### src/mtx_settings.svh
//------------------------------------------------------------
// Bus widths for the matrix input stage
// Wrap offset width for the boundary check
//------------------------------------------------------------
`ifndef MTX_SETTINGS_SVH
`define MTX_SETTINGS_SVH

`define MTX_ADDR_W    32  // HADDR width
`define MTX_PROT_W    4   // HPROT width
`define MTX_MASTER_W  4   // HMASTER width

// Beat index bits checked for a wrap, 16 beats max
`define MTX_WRAP_W    4

`endif

### src/ahb_pkg.sv
//------------------------------------------------------------
// AHB protocol encodings
// Transfer type, burst type, size and response
//------------------------------------------------------------
`include "mtx_settings.svh"

package ahb_pkg;

  typedef enum logic [1:0] {
    IDLE   = 2'b00,  // No transfer
    BUSY   = 2'b01,  // Master inserting a wait in a burst
    NONSEQ = 2'b10,  // First beat or single
    SEQ    = 2'b11   // Remaining burst beats
  } htrans_t;

  typedef enum logic [2:0] {
    SINGLE = 3'b000,
    INCR   = 3'b001,  // Undefined length
    WRAP4  = 3'b010,
    INCR4  = 3'b011,
    WRAP8  = 3'b100,
    INCR8  = 3'b101,
    WRAP16 = 3'b110,
    INCR16 = 3'b111
  } hburst_t;

  // Bytes per beat as log2
  typedef enum logic [2:0] {
    SIZE_BYTE  = 3'b000,
    SIZE_HALF  = 3'b001,
    SIZE_WORD  = 3'b010,
    SIZE_DWORD = 3'b011,
    SIZE_128   = 3'b100,
    SIZE_256   = 3'b101,
    SIZE_512   = 3'b110,
    SIZE_1024  = 3'b111
  } hsize_t;

  typedef enum logic [1:0] {
    OKAY  = 2'b00,
    ERROR = 2'b01,
    RETRY = 2'b10,
    SPLIT = 2'b11
  } hresp_t;

endpackage

### src/mtx_pkg.sv
//------------------------------------------------------------
// Matrix internal types
//------------------------------------------------------------
`include "mtx_settings.svh"

package mtx_pkg;

  // Address and control payload
  typedef logic [`MTX_ADDR_W-1:0]   haddr_t;
  typedef logic [`MTX_PROT_W-1:0]   hprot_t;
  typedef logic [`MTX_MASTER_W-1:0] hmaster_t;

  // Beat index within a wrapping burst
  typedef logic [`MTX_WRAP_W-1:0]   wrap_off_t;

endpackage

### src/mtx_burst_term.sv
//------------------------------------------------------------
// Early burst termination
// Rewrites HTRANS and HBURST after an interrupted burst
//------------------------------------------------------------
module mtx_burst_term
  import ahb_pkg::*, mtx_pkg::*;
(
  input  logic    HCLK,
  input  logic    HRESETn,
  input  haddr_t  HADDRS,
  input  hsize_t  HSIZES,
  input  hburst_t HBURSTS,
  input  htrans_t HTRANSS,
  input  logic    HREADYS,
  input  logic    load,
  input  logic    active_ip,
  input  htrans_t trans_sel,
  input  hburst_t burst_sel,
  input  htrans_t trans_src,
  output htrans_t trans_ip,
  output hburst_t burst_ip
);

  logic burst_override;  // Rest of burst finishes as INCR
  logic bound;

  mtx_wrap_bound u_wrap_bound (
    .HCLK    (HCLK),
    .HRESETn (HRESETn),
    .HADDRS  (HADDRS),
    .HSIZES  (HSIZES),
    .HBURSTS (HBURSTS),
    .HTRANSS (HTRANSS),
    .HREADYS (HREADYS),
    .bound   (bound)
  );

  always_ff @(posedge HCLK)
  begin
    if (!HRESETn)
      burst_override <= 1'b0;
    else if (HREADYS)
    begin
      if (HTRANSS == NONSEQ || HTRANSS == IDLE)
        burst_override <= 1'b0;                // New burst or none
      else if (HTRANSS == SEQ && load && !active_ip)
        burst_override <= 1'b1;                // Burst got cut off
    end
  end

  // Crossing a wrap in INCR mode needs a fresh NONSEQ, BUSY becomes IDLE
  assign trans_ip = (burst_override && bound) ? htrans_t'({trans_sel[1], 1'b0})
                                              : trans_sel;

  assign burst_ip = (burst_override && trans_src != NONSEQ) ? INCR : burst_sel;

endmodule

### src/mtx_hold_reg.sv
//------------------------------------------------------------
// Holding registers for one address phase
// Direct or held path select toward the output stage
//------------------------------------------------------------
module mtx_hold_reg
  import ahb_pkg::*, mtx_pkg::*;
(
  input  logic     HCLK,
  input  logic     HRESETn,
  input  logic     load,         // Capture strobe
  input  logic     pending,      // Held transfer waiting
  input  logic     HSELS,
  input  htrans_t  HTRANSS,
  input  haddr_t   HADDRS,
  input  logic     HWRITES,
  input  hsize_t   HSIZES,
  input  hburst_t  HBURSTS,
  input  hprot_t   HPROTS,
  input  hmaster_t HMASTERS,
  input  logic     HMASTLOCKS,
  output logic     sel_ip,
  output haddr_t   addr_ip,
  output logic     write_ip,
  output hsize_t   size_ip,
  output hprot_t   prot_ip,
  output hmaster_t master_ip,
  output logic     mastlock_ip,
  output htrans_t  trans_sel,    // Before burst termination rewrite
  output hburst_t  burst_sel,    // Before burst termination rewrite
  output htrans_t  trans_src     // Original HTRANS of the selected path
);

  htrans_t  reg_trans;
  haddr_t   reg_addr;
  logic     reg_write;
  hsize_t   reg_size;
  hburst_t  reg_burst;
  hprot_t   reg_prot;
  hmaster_t reg_master;
  logic     reg_mastlock;

  //----------------------------------------------------------
  // Capture on every accepted address phase
  //----------------------------------------------------------
  always_ff @(posedge HCLK)
  begin
    if (!HRESETn)
      reg_trans <= IDLE;
    else if (load)
      reg_trans <= HTRANSS;  // Only the type feeds back into control
  end

  always_ff @(posedge HCLK)
  begin
    if (load)
    begin
      reg_addr     <= HADDRS;
      reg_write    <= HWRITES;
      reg_size     <= HSIZES;
      reg_burst    <= HBURSTS;
      reg_prot     <= HPROTS;
      reg_master   <= HMASTERS;
      reg_mastlock <= HMASTLOCKS;
    end
  end

  // Held copy wins while the output stage has not taken it
  assign sel_ip      = pending ? 1'b1         : HSELS;
  assign trans_sel   = pending ? NONSEQ       : HTRANSS;  // Replay restarts the burst
  assign addr_ip     = pending ? reg_addr     : HADDRS;
  assign write_ip    = pending ? reg_write    : HWRITES;
  assign size_ip     = pending ? reg_size     : HSIZES;
  assign burst_sel   = pending ? reg_burst    : HBURSTS;
  assign prot_ip     = pending ? reg_prot     : HPROTS;
  assign master_ip   = pending ? reg_master   : HMASTERS;
  assign mastlock_ip = pending ? reg_mastlock : HMASTLOCKS;

  // Burst type choice looks at the real type, not the forced NONSEQ
  assign trans_src   = pending ? reg_trans    : HTRANSS;

endmodule

### src/mtx_input_stage.sv
//------------------------------------------------------------
// AHB matrix input stage top level
// Pending control, holding registers, burst termination
//------------------------------------------------------------
module mtx_input_stage
  import ahb_pkg::*, mtx_pkg::*;
(
  input  logic     HCLK,
  input  logic     HRESETn,
  // Master side address phase
  input  logic     HSELS,
  input  haddr_t   HADDRS,
  input  htrans_t  HTRANSS,
  input  logic     HWRITES,
  input  hsize_t   HSIZES,
  input  hburst_t  HBURSTS,
  input  hprot_t   HPROTS,
  input  hmaster_t HMASTERS,
  input  logic     HMASTLOCKS,
  input  logic     HREADYS,
  // Output stage feedback
  input  logic     active_ip,
  input  logic     readyout_ip,
  input  hresp_t   resp_ip,
  // Master side response
  output logic     HREADYOUTS,
  output hresp_t   HRESPS,
  // Toward the output stage
  output logic     sel_ip,
  output haddr_t   addr_ip,
  output htrans_t  trans_ip,
  output logic     write_ip,
  output hsize_t   size_ip,
  output hburst_t  burst_ip,
  output hprot_t   prot_ip,
  output hmaster_t master_ip,
  output logic     mastlock_ip,
  output logic     held_tran_ip
);

  logic    load;
  logic    pending;
  htrans_t trans_sel;
  hburst_t burst_sel;
  htrans_t trans_src;

  mtx_pend_ctrl u_pend_ctrl (
    .HCLK         (HCLK),
    .HRESETn      (HRESETn),
    .HSELS        (HSELS),
    .HTRANSS      (HTRANSS),
    .HREADYS      (HREADYS),
    .active_ip    (active_ip),
    .readyout_ip  (readyout_ip),
    .resp_ip      (resp_ip),
    .load         (load),
    .pending      (pending),
    .held_tran_ip (held_tran_ip),
    .HREADYOUTS   (HREADYOUTS),
    .HRESPS       (HRESPS)
  );

  mtx_hold_reg u_hold_reg (
    .HCLK        (HCLK),
    .HRESETn     (HRESETn),
    .load        (load),
    .pending     (pending),
    .HSELS       (HSELS),
    .HTRANSS     (HTRANSS),
    .HADDRS      (HADDRS),
    .HWRITES     (HWRITES),
    .HSIZES      (HSIZES),
    .HBURSTS     (HBURSTS),
    .HPROTS      (HPROTS),
    .HMASTERS    (HMASTERS),
    .HMASTLOCKS  (HMASTLOCKS),
    .sel_ip      (sel_ip),
    .addr_ip     (addr_ip),
    .write_ip    (write_ip),
    .size_ip     (size_ip),
    .prot_ip     (prot_ip),
    .master_ip   (master_ip),
    .mastlock_ip (mastlock_ip),
    .trans_sel   (trans_sel),
    .burst_sel   (burst_sel),
    .trans_src   (trans_src)
  );

  // Boundary check runs on the live address phase
  mtx_burst_term u_burst_term (
    .HCLK      (HCLK),
    .HRESETn   (HRESETn),
    .HADDRS    (HADDRS),
    .HSIZES    (HSIZES),
    .HBURSTS   (HBURSTS),
    .HTRANSS   (HTRANSS),
    .HREADYS   (HREADYS),
    .load      (load),
    .active_ip (active_ip),
    .trans_sel (trans_sel),
    .burst_sel (burst_sel),
    .trans_src (trans_src),
    .trans_ip  (trans_ip),
    .burst_ip  (burst_ip)
  );

endmodule

### src/mtx_pend_ctrl.sv
//------------------------------------------------------------
// Load strobe, data phase and pending tracking
// Request flag and master side response mux
//------------------------------------------------------------
module mtx_pend_ctrl
  import ahb_pkg::*;
(
  input  logic    HCLK,
  input  logic    HRESETn,
  input  logic    HSELS,
  input  htrans_t HTRANSS,
  input  logic    HREADYS,
  input  logic    active_ip,     // Output stage serving this port
  input  logic    readyout_ip,
  input  hresp_t  resp_ip,
  output logic    load,          // Address phase accepted
  output logic    pending,       // Transfer sits in the holding regs
  output logic    held_tran_ip,  // Request to arbitration
  output logic    HREADYOUTS,
  output hresp_t  HRESPS
);

  logic addr_valid;
  logic data_valid;

  // NONSEQ or SEQ to this port
  assign addr_valid = HSELS & HTRANSS[1];
  assign load       = addr_valid & HREADYS;

  // Data phase follows the accepted address phase
  always_ff @(posedge HCLK)
  begin
    if (!HRESETn)
      data_valid <= 1'b0;
    else if (HREADYS)
      data_valid <= addr_valid;
  end

  //----------------------------------------------------------
  // Pending flag
  //----------------------------------------------------------
  always_ff @(posedge HCLK)
  begin
    if (!HRESETn)
      pending <= 1'b0;
    else if (load && !active_ip)
      pending <= 1'b1;          // Output stage busy elsewhere
    else if (active_ip && readyout_ip)
      pending <= 1'b0;          // Held beat went out
  end

  assign held_tran_ip = load | pending;

  // Response back to the master
  always_comb
  begin
    if (!data_valid)
    begin
      HREADYOUTS = 1'b1;        // Idle data phase
      HRESPS     = OKAY;
    end
    else if (pending)
    begin
      HREADYOUTS = 1'b0;        // Stall until replay finishes
      HRESPS     = OKAY;
    end
    else
    begin
      HREADYOUTS = readyout_ip;
      HRESPS     = resp_ip;
    end
  end

endmodule

### src/mtx_wrap_bound.sv
//------------------------------------------------------------
// Wrap boundary detect for the current beat
//------------------------------------------------------------
module mtx_wrap_bound
  import ahb_pkg::*, mtx_pkg::*;
(
  input  logic    HCLK,
  input  logic    HRESETn,
  input  haddr_t  HADDRS,
  input  hsize_t  HSIZES,
  input  hburst_t HBURSTS,
  input  htrans_t HTRANSS,
  input  logic    HREADYS,
  output logic    bound      // Previous beat closed a wrap block
);

  wrap_off_t offset_addr;
  wrap_off_t check_addr;

  // Beat index scaled by transfer size
  always_comb
  begin
    case (HSIZES)
      SIZE_BYTE:  offset_addr = HADDRS[3:0];
      SIZE_HALF:  offset_addr = HADDRS[4:1];
      SIZE_WORD:  offset_addr = HADDRS[5:2];
      SIZE_DWORD: offset_addr = HADDRS[6:3];
      default:    offset_addr = HADDRS[3:0];  // Wide sizes not handled
    endcase
  end

  // Ones above the wrap length, zeros for non-wrapping bursts
  always_comb
  begin
    case (HBURSTS)
      WRAP4:   check_addr = {2'b11, offset_addr[1:0]};
      WRAP8:   check_addr = {1'b1, offset_addr[2:0]};
      WRAP16:  check_addr = offset_addr;
      default: check_addr = '0;
    endcase
  end

  always_ff @(posedge HCLK)
  begin
    if (!HRESETn)
      bound <= 1'b0;
    else if (HTRANSS[1] && HREADYS)
      bound <= &check_addr;     // Last beat before wrap
  end

endmodule

### config.mk
export PLATFORM = sky130hd
export DESIGN_NAME = mtx_input_stage
export DESIGN_NICKNAME = d
export VERILOG_FILES = /design/src/ahb_pkg.sv /design/src/mtx_pkg.sv /design/src/mtx_burst_term.sv /design/src/mtx_hold_reg.sv /design/src/mtx_input_stage.sv /design/src/mtx_pend_ctrl.sv /design/src/mtx_wrap_bound.sv
export VERILOG_INCLUDE_DIRS = /design/src /design/src/src
export SDC_FILE = /design/constraint.sdc
export NUM_CORES = 1
export LEC_CHECK = 0
export BUFFER_PORTS_ARGS = -buffer_cell sky130_fd_sc_hd__buf_2
export CAP_MARGIN = 20
export CORE_ASPECT_RATIO = 2
export CORE_MARGIN = 1.5
export CORE_UTILIZATION = 40
export DETAILED_ROUTE_END_ITERATION = 8
export HOLD_SLACK_MARGIN = 0.02
export PLACE_DENSITY_LB_ADDON = 0.1
export SYNTH_ARGS = -nofsm -noshare
export SYNTH_HDL_FRONTEND = slang
export SYNTH_HIERARCHICAL = 1
export SYNTH_SLANG_ARGS = --single-unit
### constraint.sdc
create_clock -name HCLK -period 3.7 [get_ports HCLK]
set_input_delay 0.185 -clock HCLK [delete_from_list [all_inputs] [get_ports HCLK]]
set_output_delay 0.185 -clock HCLK [all_outputs]
set_load 0.05 [all_outputs]
## Word-level counts from Yosys, hierarchy flattened

Index checks and enable logic that the tools add are counted.
Widths: inputs -> output; s select.

| storage, ports and cells | value |
|---|---|
| input port bits | 58 |
| flip-flop bits (word level) | 54 |
| logic and storage cells | 60 |
| output and inout port bits | 55 |

| cells by class | value |
|---|---|
| bitwise logic cells | 3 |
| reductions and logical operators | 14 |
| equality and inequality tests | 9 |
| mux-type cells | 22 |

Operators with widths:

| kind | number |
|---|---|
| $mux 32 | 1 |
| $pmux 4 s3 | 2 |
| $mux 1 | 10 |
| $eq 3x2->1 const B | 3 |
| $mux 3 | 3 |
| $mux 2 | 4 |
| $mux 4 | 2 |
| $logic_and 1x1->1 | 7 |
| $eq 3x3->1 const B | 2 |
| $eq 2x2->1 const B | 2 |
| $reduce_and 4->1 | 1 |
| $reduce_bool 2->1 | 2 |
| $eq 3x1->1 const B | 1 |
| $and 1x1->1 | 2 |
| $logic_not 2->1 | 1 |
| $ne 2x2->1 const B | 1 |
| $reduce_and 2->1 | 1 |
| $logic_not 1->1 | 1 |
| $logic_or 1x1->1 | 1 |
| $or 1x1->1 | 1 |

## Longest topological paths before layout

| depth | value |
|---|---|
| depth in word-level cells | 6 |
| depth in mapped cells | 5 |
| gate-level depth less buffers | 4 |

## Cells and area by module

The synthesis kept the hierarchy.

Modules (own cells, without submodules):

| module | sequential area each (µm²) | instances | area each (µm²) | cells an instance |
|---|---|---|---|---|
| mtx_hold_reg | 1481.4 | 1 | 2374.8 | 113 |
| mtx_wrap_bound | 20.0 | 1 | 247.7 | 31 |
| mtx_pend_ctrl | 40.0 | 1 | 120.1 | 14 |
| mtx_burst_term | 20.0 | 1 | 88.8 | 10 |

## Least setup slack after synthesis

Ideal clock, no wire load.

| path | value |
|---|---|
| path kind | reg2out |
| start point | reg u_pend_ctrl.pending |
| end point | out burst_ip[1] |
| path buffers | 2 |
| arrival time | 2080 ps |
| data required time | 3515 ps |
| path slack | 1435 ps |
| cell stages (with the launch flop) | 6 |
| path through | dfxtp_1 -> buf_6 -> buf_8 -> a21o_1 -> nand2b_1 -> a21boi_0 |

| between the ends | value |
|---|---|
| longest elaborated chain between the ends | 4 |
| elaborated cells on any way between the ends | 5 |
| classes of those cells | 1 x eq/ne; 3 x mux; 1 x reduce/logical |

RTL lines:

| item | RTL line | source |
|---|---|---|
| start, declared | mtx_pend_ctrl.sv:17 | `output logic pending,` |
| start signal, assigned | mtx_pend_ctrl.sv:45 | `pending <= 1'b0;` |
| start signal, assigned | mtx_pend_ctrl.sv:47 | `pending <= 1'b1;` |
| start signal, assigned | mtx_pend_ctrl.sv:49 | `pending <= 1'b0;` |
| $mux 2 | mtx_hold_reg.sv:79 | `assign trans_src = pending ? reg_trans : HTRANSS;` |
| net trans_src[0] | mtx_input_stage.sv:45 | `htrans_t trans_src;` |
| $ne 2x2->1 | mtx_burst_term.sv:55 | `assign burst_ip = (burst_override && trans_src != NONSEQ) ? INCR : burst_sel;` |
| $logic_and 1x1->1 | mtx_burst_term.sv:55 |  |
| $mux 3 | mtx_burst_term.sv:55 |  |
| end, declared | mtx_input_stage.sv:34 | `output hburst_t burst_ip,` |

The timed path passes the listed nets, and every way through them passes these cells.

## Final worst setup path

| path | value |
|---|---|
| start point | reg u_pend_ctrl.pending |
| end point | out size_ip[2] |

| between the ends | value |
|---|---|
| longest elaborated chain between the ends | 1 |

RTL lines:

| item | RTL line | source |
|---|---|---|
| $mux 3 | mtx_hold_reg.sv:72 | `assign size_ip = pending ? reg_size : HSIZES;` |
| end, declared | mtx_input_stage.sv:33 | `output hsize_t size_ip,` |

No other way between the ends.

==> impl_metrics.tcl <==
set metrics [dict create \
    layout_commonest_cell "buf_2" \
    vias 1832 \
    final_max_slew_viol_count 0 \
    n_antenna_cell 0 \
    fin_util_pct 51.4 \
    fin_skew_ns 0 \
    grt.overflow.total 0 \
    syn_to_final_growth_pct 25.1 \
    grt_pass1_vias 1768 \
    fin_area_um2 3540 \
    setup-violations-final 0 \
    synth_warnings 6 \
    dpl_cell_area_um2 3380 \
    cp-end-kind "output port" \
    dp.cells 362 \
    wl_per_cell_um 14.4 \
    synthMuxAreaShare_pct 27.5 \
    htreeDepth 2 \
    hold_buffers 0 \
    nNetsFinal 338 \
    max_slew.worst_pin.slew_ns 0.645 \
    coreArea_um2 6890 \
    die_area_um2 7620 \
    postCtsSetupRepairBufs 0 \
    drive_gt1_share_pct 62.6 \
    slowest_delay_ns 0.77 \
    crit_chain "buf_4 -> mux2_4 -> buf_2" \
    track_usage_pct 14.4 \
    grt_first_pass_wirelength_um 8550 \
    hold_violations 0 \
    first_iter_violations 51 \
    synth_compound_area_share_pct 6.58 \
    worst-path-buf-inv 2 \
    first_pass_iters 4 \
    dp_hpwl_um 3930 \
    port_buffers 112 \
    final_cells 371 \
    fin_setup_tns_ns 0 \
    viasPerCell 4.94 \
    synth_seq_cells 54 \
    fin_crit_sh_pct 60.7 \
    power_density_nw_per_um2 414 \
    ant_nets 0 \
    period_needed_ns 2.25 \
    path_delay_family "flip-flops" \
    insertion_delay_ns 0.29 \
    cts_buffers 5 \
    synth.distinct_cells 33 \
    clock_sinks 54 \
    netlist_area_um2 2830 \
    maxClockFrequency_mhz 445 \
    core.rowCount 43 \
    layout_common_cells "buf_2 (112), edfxtp_1 (48), mux2_4 (47)" \
    crit_fanout 40 \
    worstPathArrival_ns 2.06 \
    synth_top_family_by_area "multiplexers" \
    syn_area_per_cell_um2 16.9 \
    hp-class "input pin to flop" \
    vdd_drop_max_uv 262 \
    cts_buffer_depth 2 \
    hold_ws_ns 0.0846 \
    antenna_found_initial 0 \
    io_pins 113 \
    cts_root_buf "clkbuf_16" \
    crit_type "flop to output port" \
    start_util_pct 41.1 \
    yosys.area_share.adder_pct 0 \
    syn-instance-count 168 \
    cp-start-kind "flop" \
    die_width_um 62.5 \
    yosysSeqAreaShare_pct 55.1 \
    timing.slew.headroom_pct 57.0 \
    die_h_um 122 \
    drc 0 \
    drt-total-wl_um 5360 \
    crit_slowest_cell "dfxtp_4" \
    synth_simple_gate_area_share_pct 5.26 \
    clkTransAtPathRegs_ns 0.06 \
    cap_violations 0 \
    cts_tree "done" \
    rsz0062_at_grt "false" \
    cp.required_ns 3.51 \
    syn_nets 226 \
    synth-xor-area-share_pct 0 \
    ctsResizeCount 0 \
    gp_congestion 0.730 \
    p_leak_uw 0.00152 \
    grt_max_degree 52 \
    status "completed" \
]
[sequential cells by signal, summed over array words and instances, names as in the netlist]
register and cells:
u_hold_reg/reg_addr 32, u_hold_reg/reg_master 4, u_hold_reg/reg_prot 4, u_hold_reg/reg_burst 3
u_hold_reg/reg_size 3, u_hold_reg/reg_trans 2, u_burst_term/burst_override 1, u_burst_term/u_wrap_bound/bound 1
u_hold_reg/reg_mastlock 1, u_hold_reg/reg_write 1, u_pend_ctrl/data_valid 1, u_pend_ctrl/pending 1
[synthesized netlist by cell type]
cell type	n	area, µm²
edfxtp_1	48	1440
mux2_4	47	706
dfxtp_1	6	120
inv_1	6	22.5
a21boi_0	5	37.5
a21oi_1	4	20.0
buf_12	4	80.1
mux2i_1	4	40.0
nand2b_1	4	25.0
mux2_2	3	33.8
nand3_1	3	15.0
nor2b_1	3	18.8
a211o_1	2	17.5
a21o_1	2	15.0
and3b_1	2	17.5
and4b_1	2	20.0
buf_4	2	15.0
buf_6	2	22.5
nand2_1	2	7.51
nor3b_1	2	15.0
o21ai_0	2	10.0
or2_2	2	12.5
a2111o_1	1	11.3
a22oi_2	1	12.5
buf_8	1	15.0
nand4b_1	1	8.76
nor4b_1	1	8.76
o2111ai_1	1	8.76
o211ai_1	1	7.51
o21a_1	1	7.51
o21bai_4	1	18.8
o221a_1	1	11.3
o31a_1	1	8.76
[layer usage]
metal  up-vias  wire length [µm]  part of all wire, %  global-route usage [%]
li1        868                 -                    -                       -
met1       890              2100                   39                    16.2
met2        68              2840                   53                    25.5
met3         6               309                  5.8                    3.42
met4         0               109                  2.0                    7.08
met5         -                 0                    0                       0
[worst reg2reg max path, cell delays in order (launching register included)]
cell and delay, ns:
dfxtp_4 0.77, a21boi_0 0.27, o21a_1 0.13
[worst paths after layout]
path | start | endpoint | slack (ns) | cells past startpoint
setup / recovery | u_pend_ctrl/pending | size_ip[2] | 1.45 | 3
hold / removal | HPROTS[0] | u_hold_reg/reg_prot[0] | 0.08 | 1
setup reg to reg | u_pend_ctrl/pending | u_pend_ctrl/pending | 2.47 | 2
hold reg to reg | u_pend_ctrl/data_valid | u_pend_ctrl/data_valid | 0.52 | 2
[kinds of logic after synthesis]
kind of cell | count (synthesis)
AO/OA/AOI/OAI | 23
buffers and inverters | 15
flip-flops | 54
multiplexers | 54
AND/OR/NAND/NOR | 22
[layout make-up]
| type | instances | area (µm²) |
|---|---|---|
| fillers | 657 | 3350 |
| flip-flops and latches | 54 | 1570 |
| multi-input cells | 99 | 1110 |
| repair buffers | 114 | 588 |
| clock buffers | 6 | 129 |
| well taps | 90 | 113 |
| inverters | 6 | 22.5 |
| clock inverters | 2 | 8.76 |
[stage by stage]
stage | power [µW] | setup WS (ns)
floorplan | 960 | 1.44
global placement | 1040 | 1.75
detailed placement | 1040 | 1.73
CTS | 1490 | 1.41
global route | 1520 | 1.34
finish | 1460 | 1.45
[report_power, final]
part           internal [µW]  switching [µW]  total (µW)
logic                    112             204         316
clock network            248             196         444
registers                693            12.9         706
Note: power is estimated with default switching activity, not from simulation.
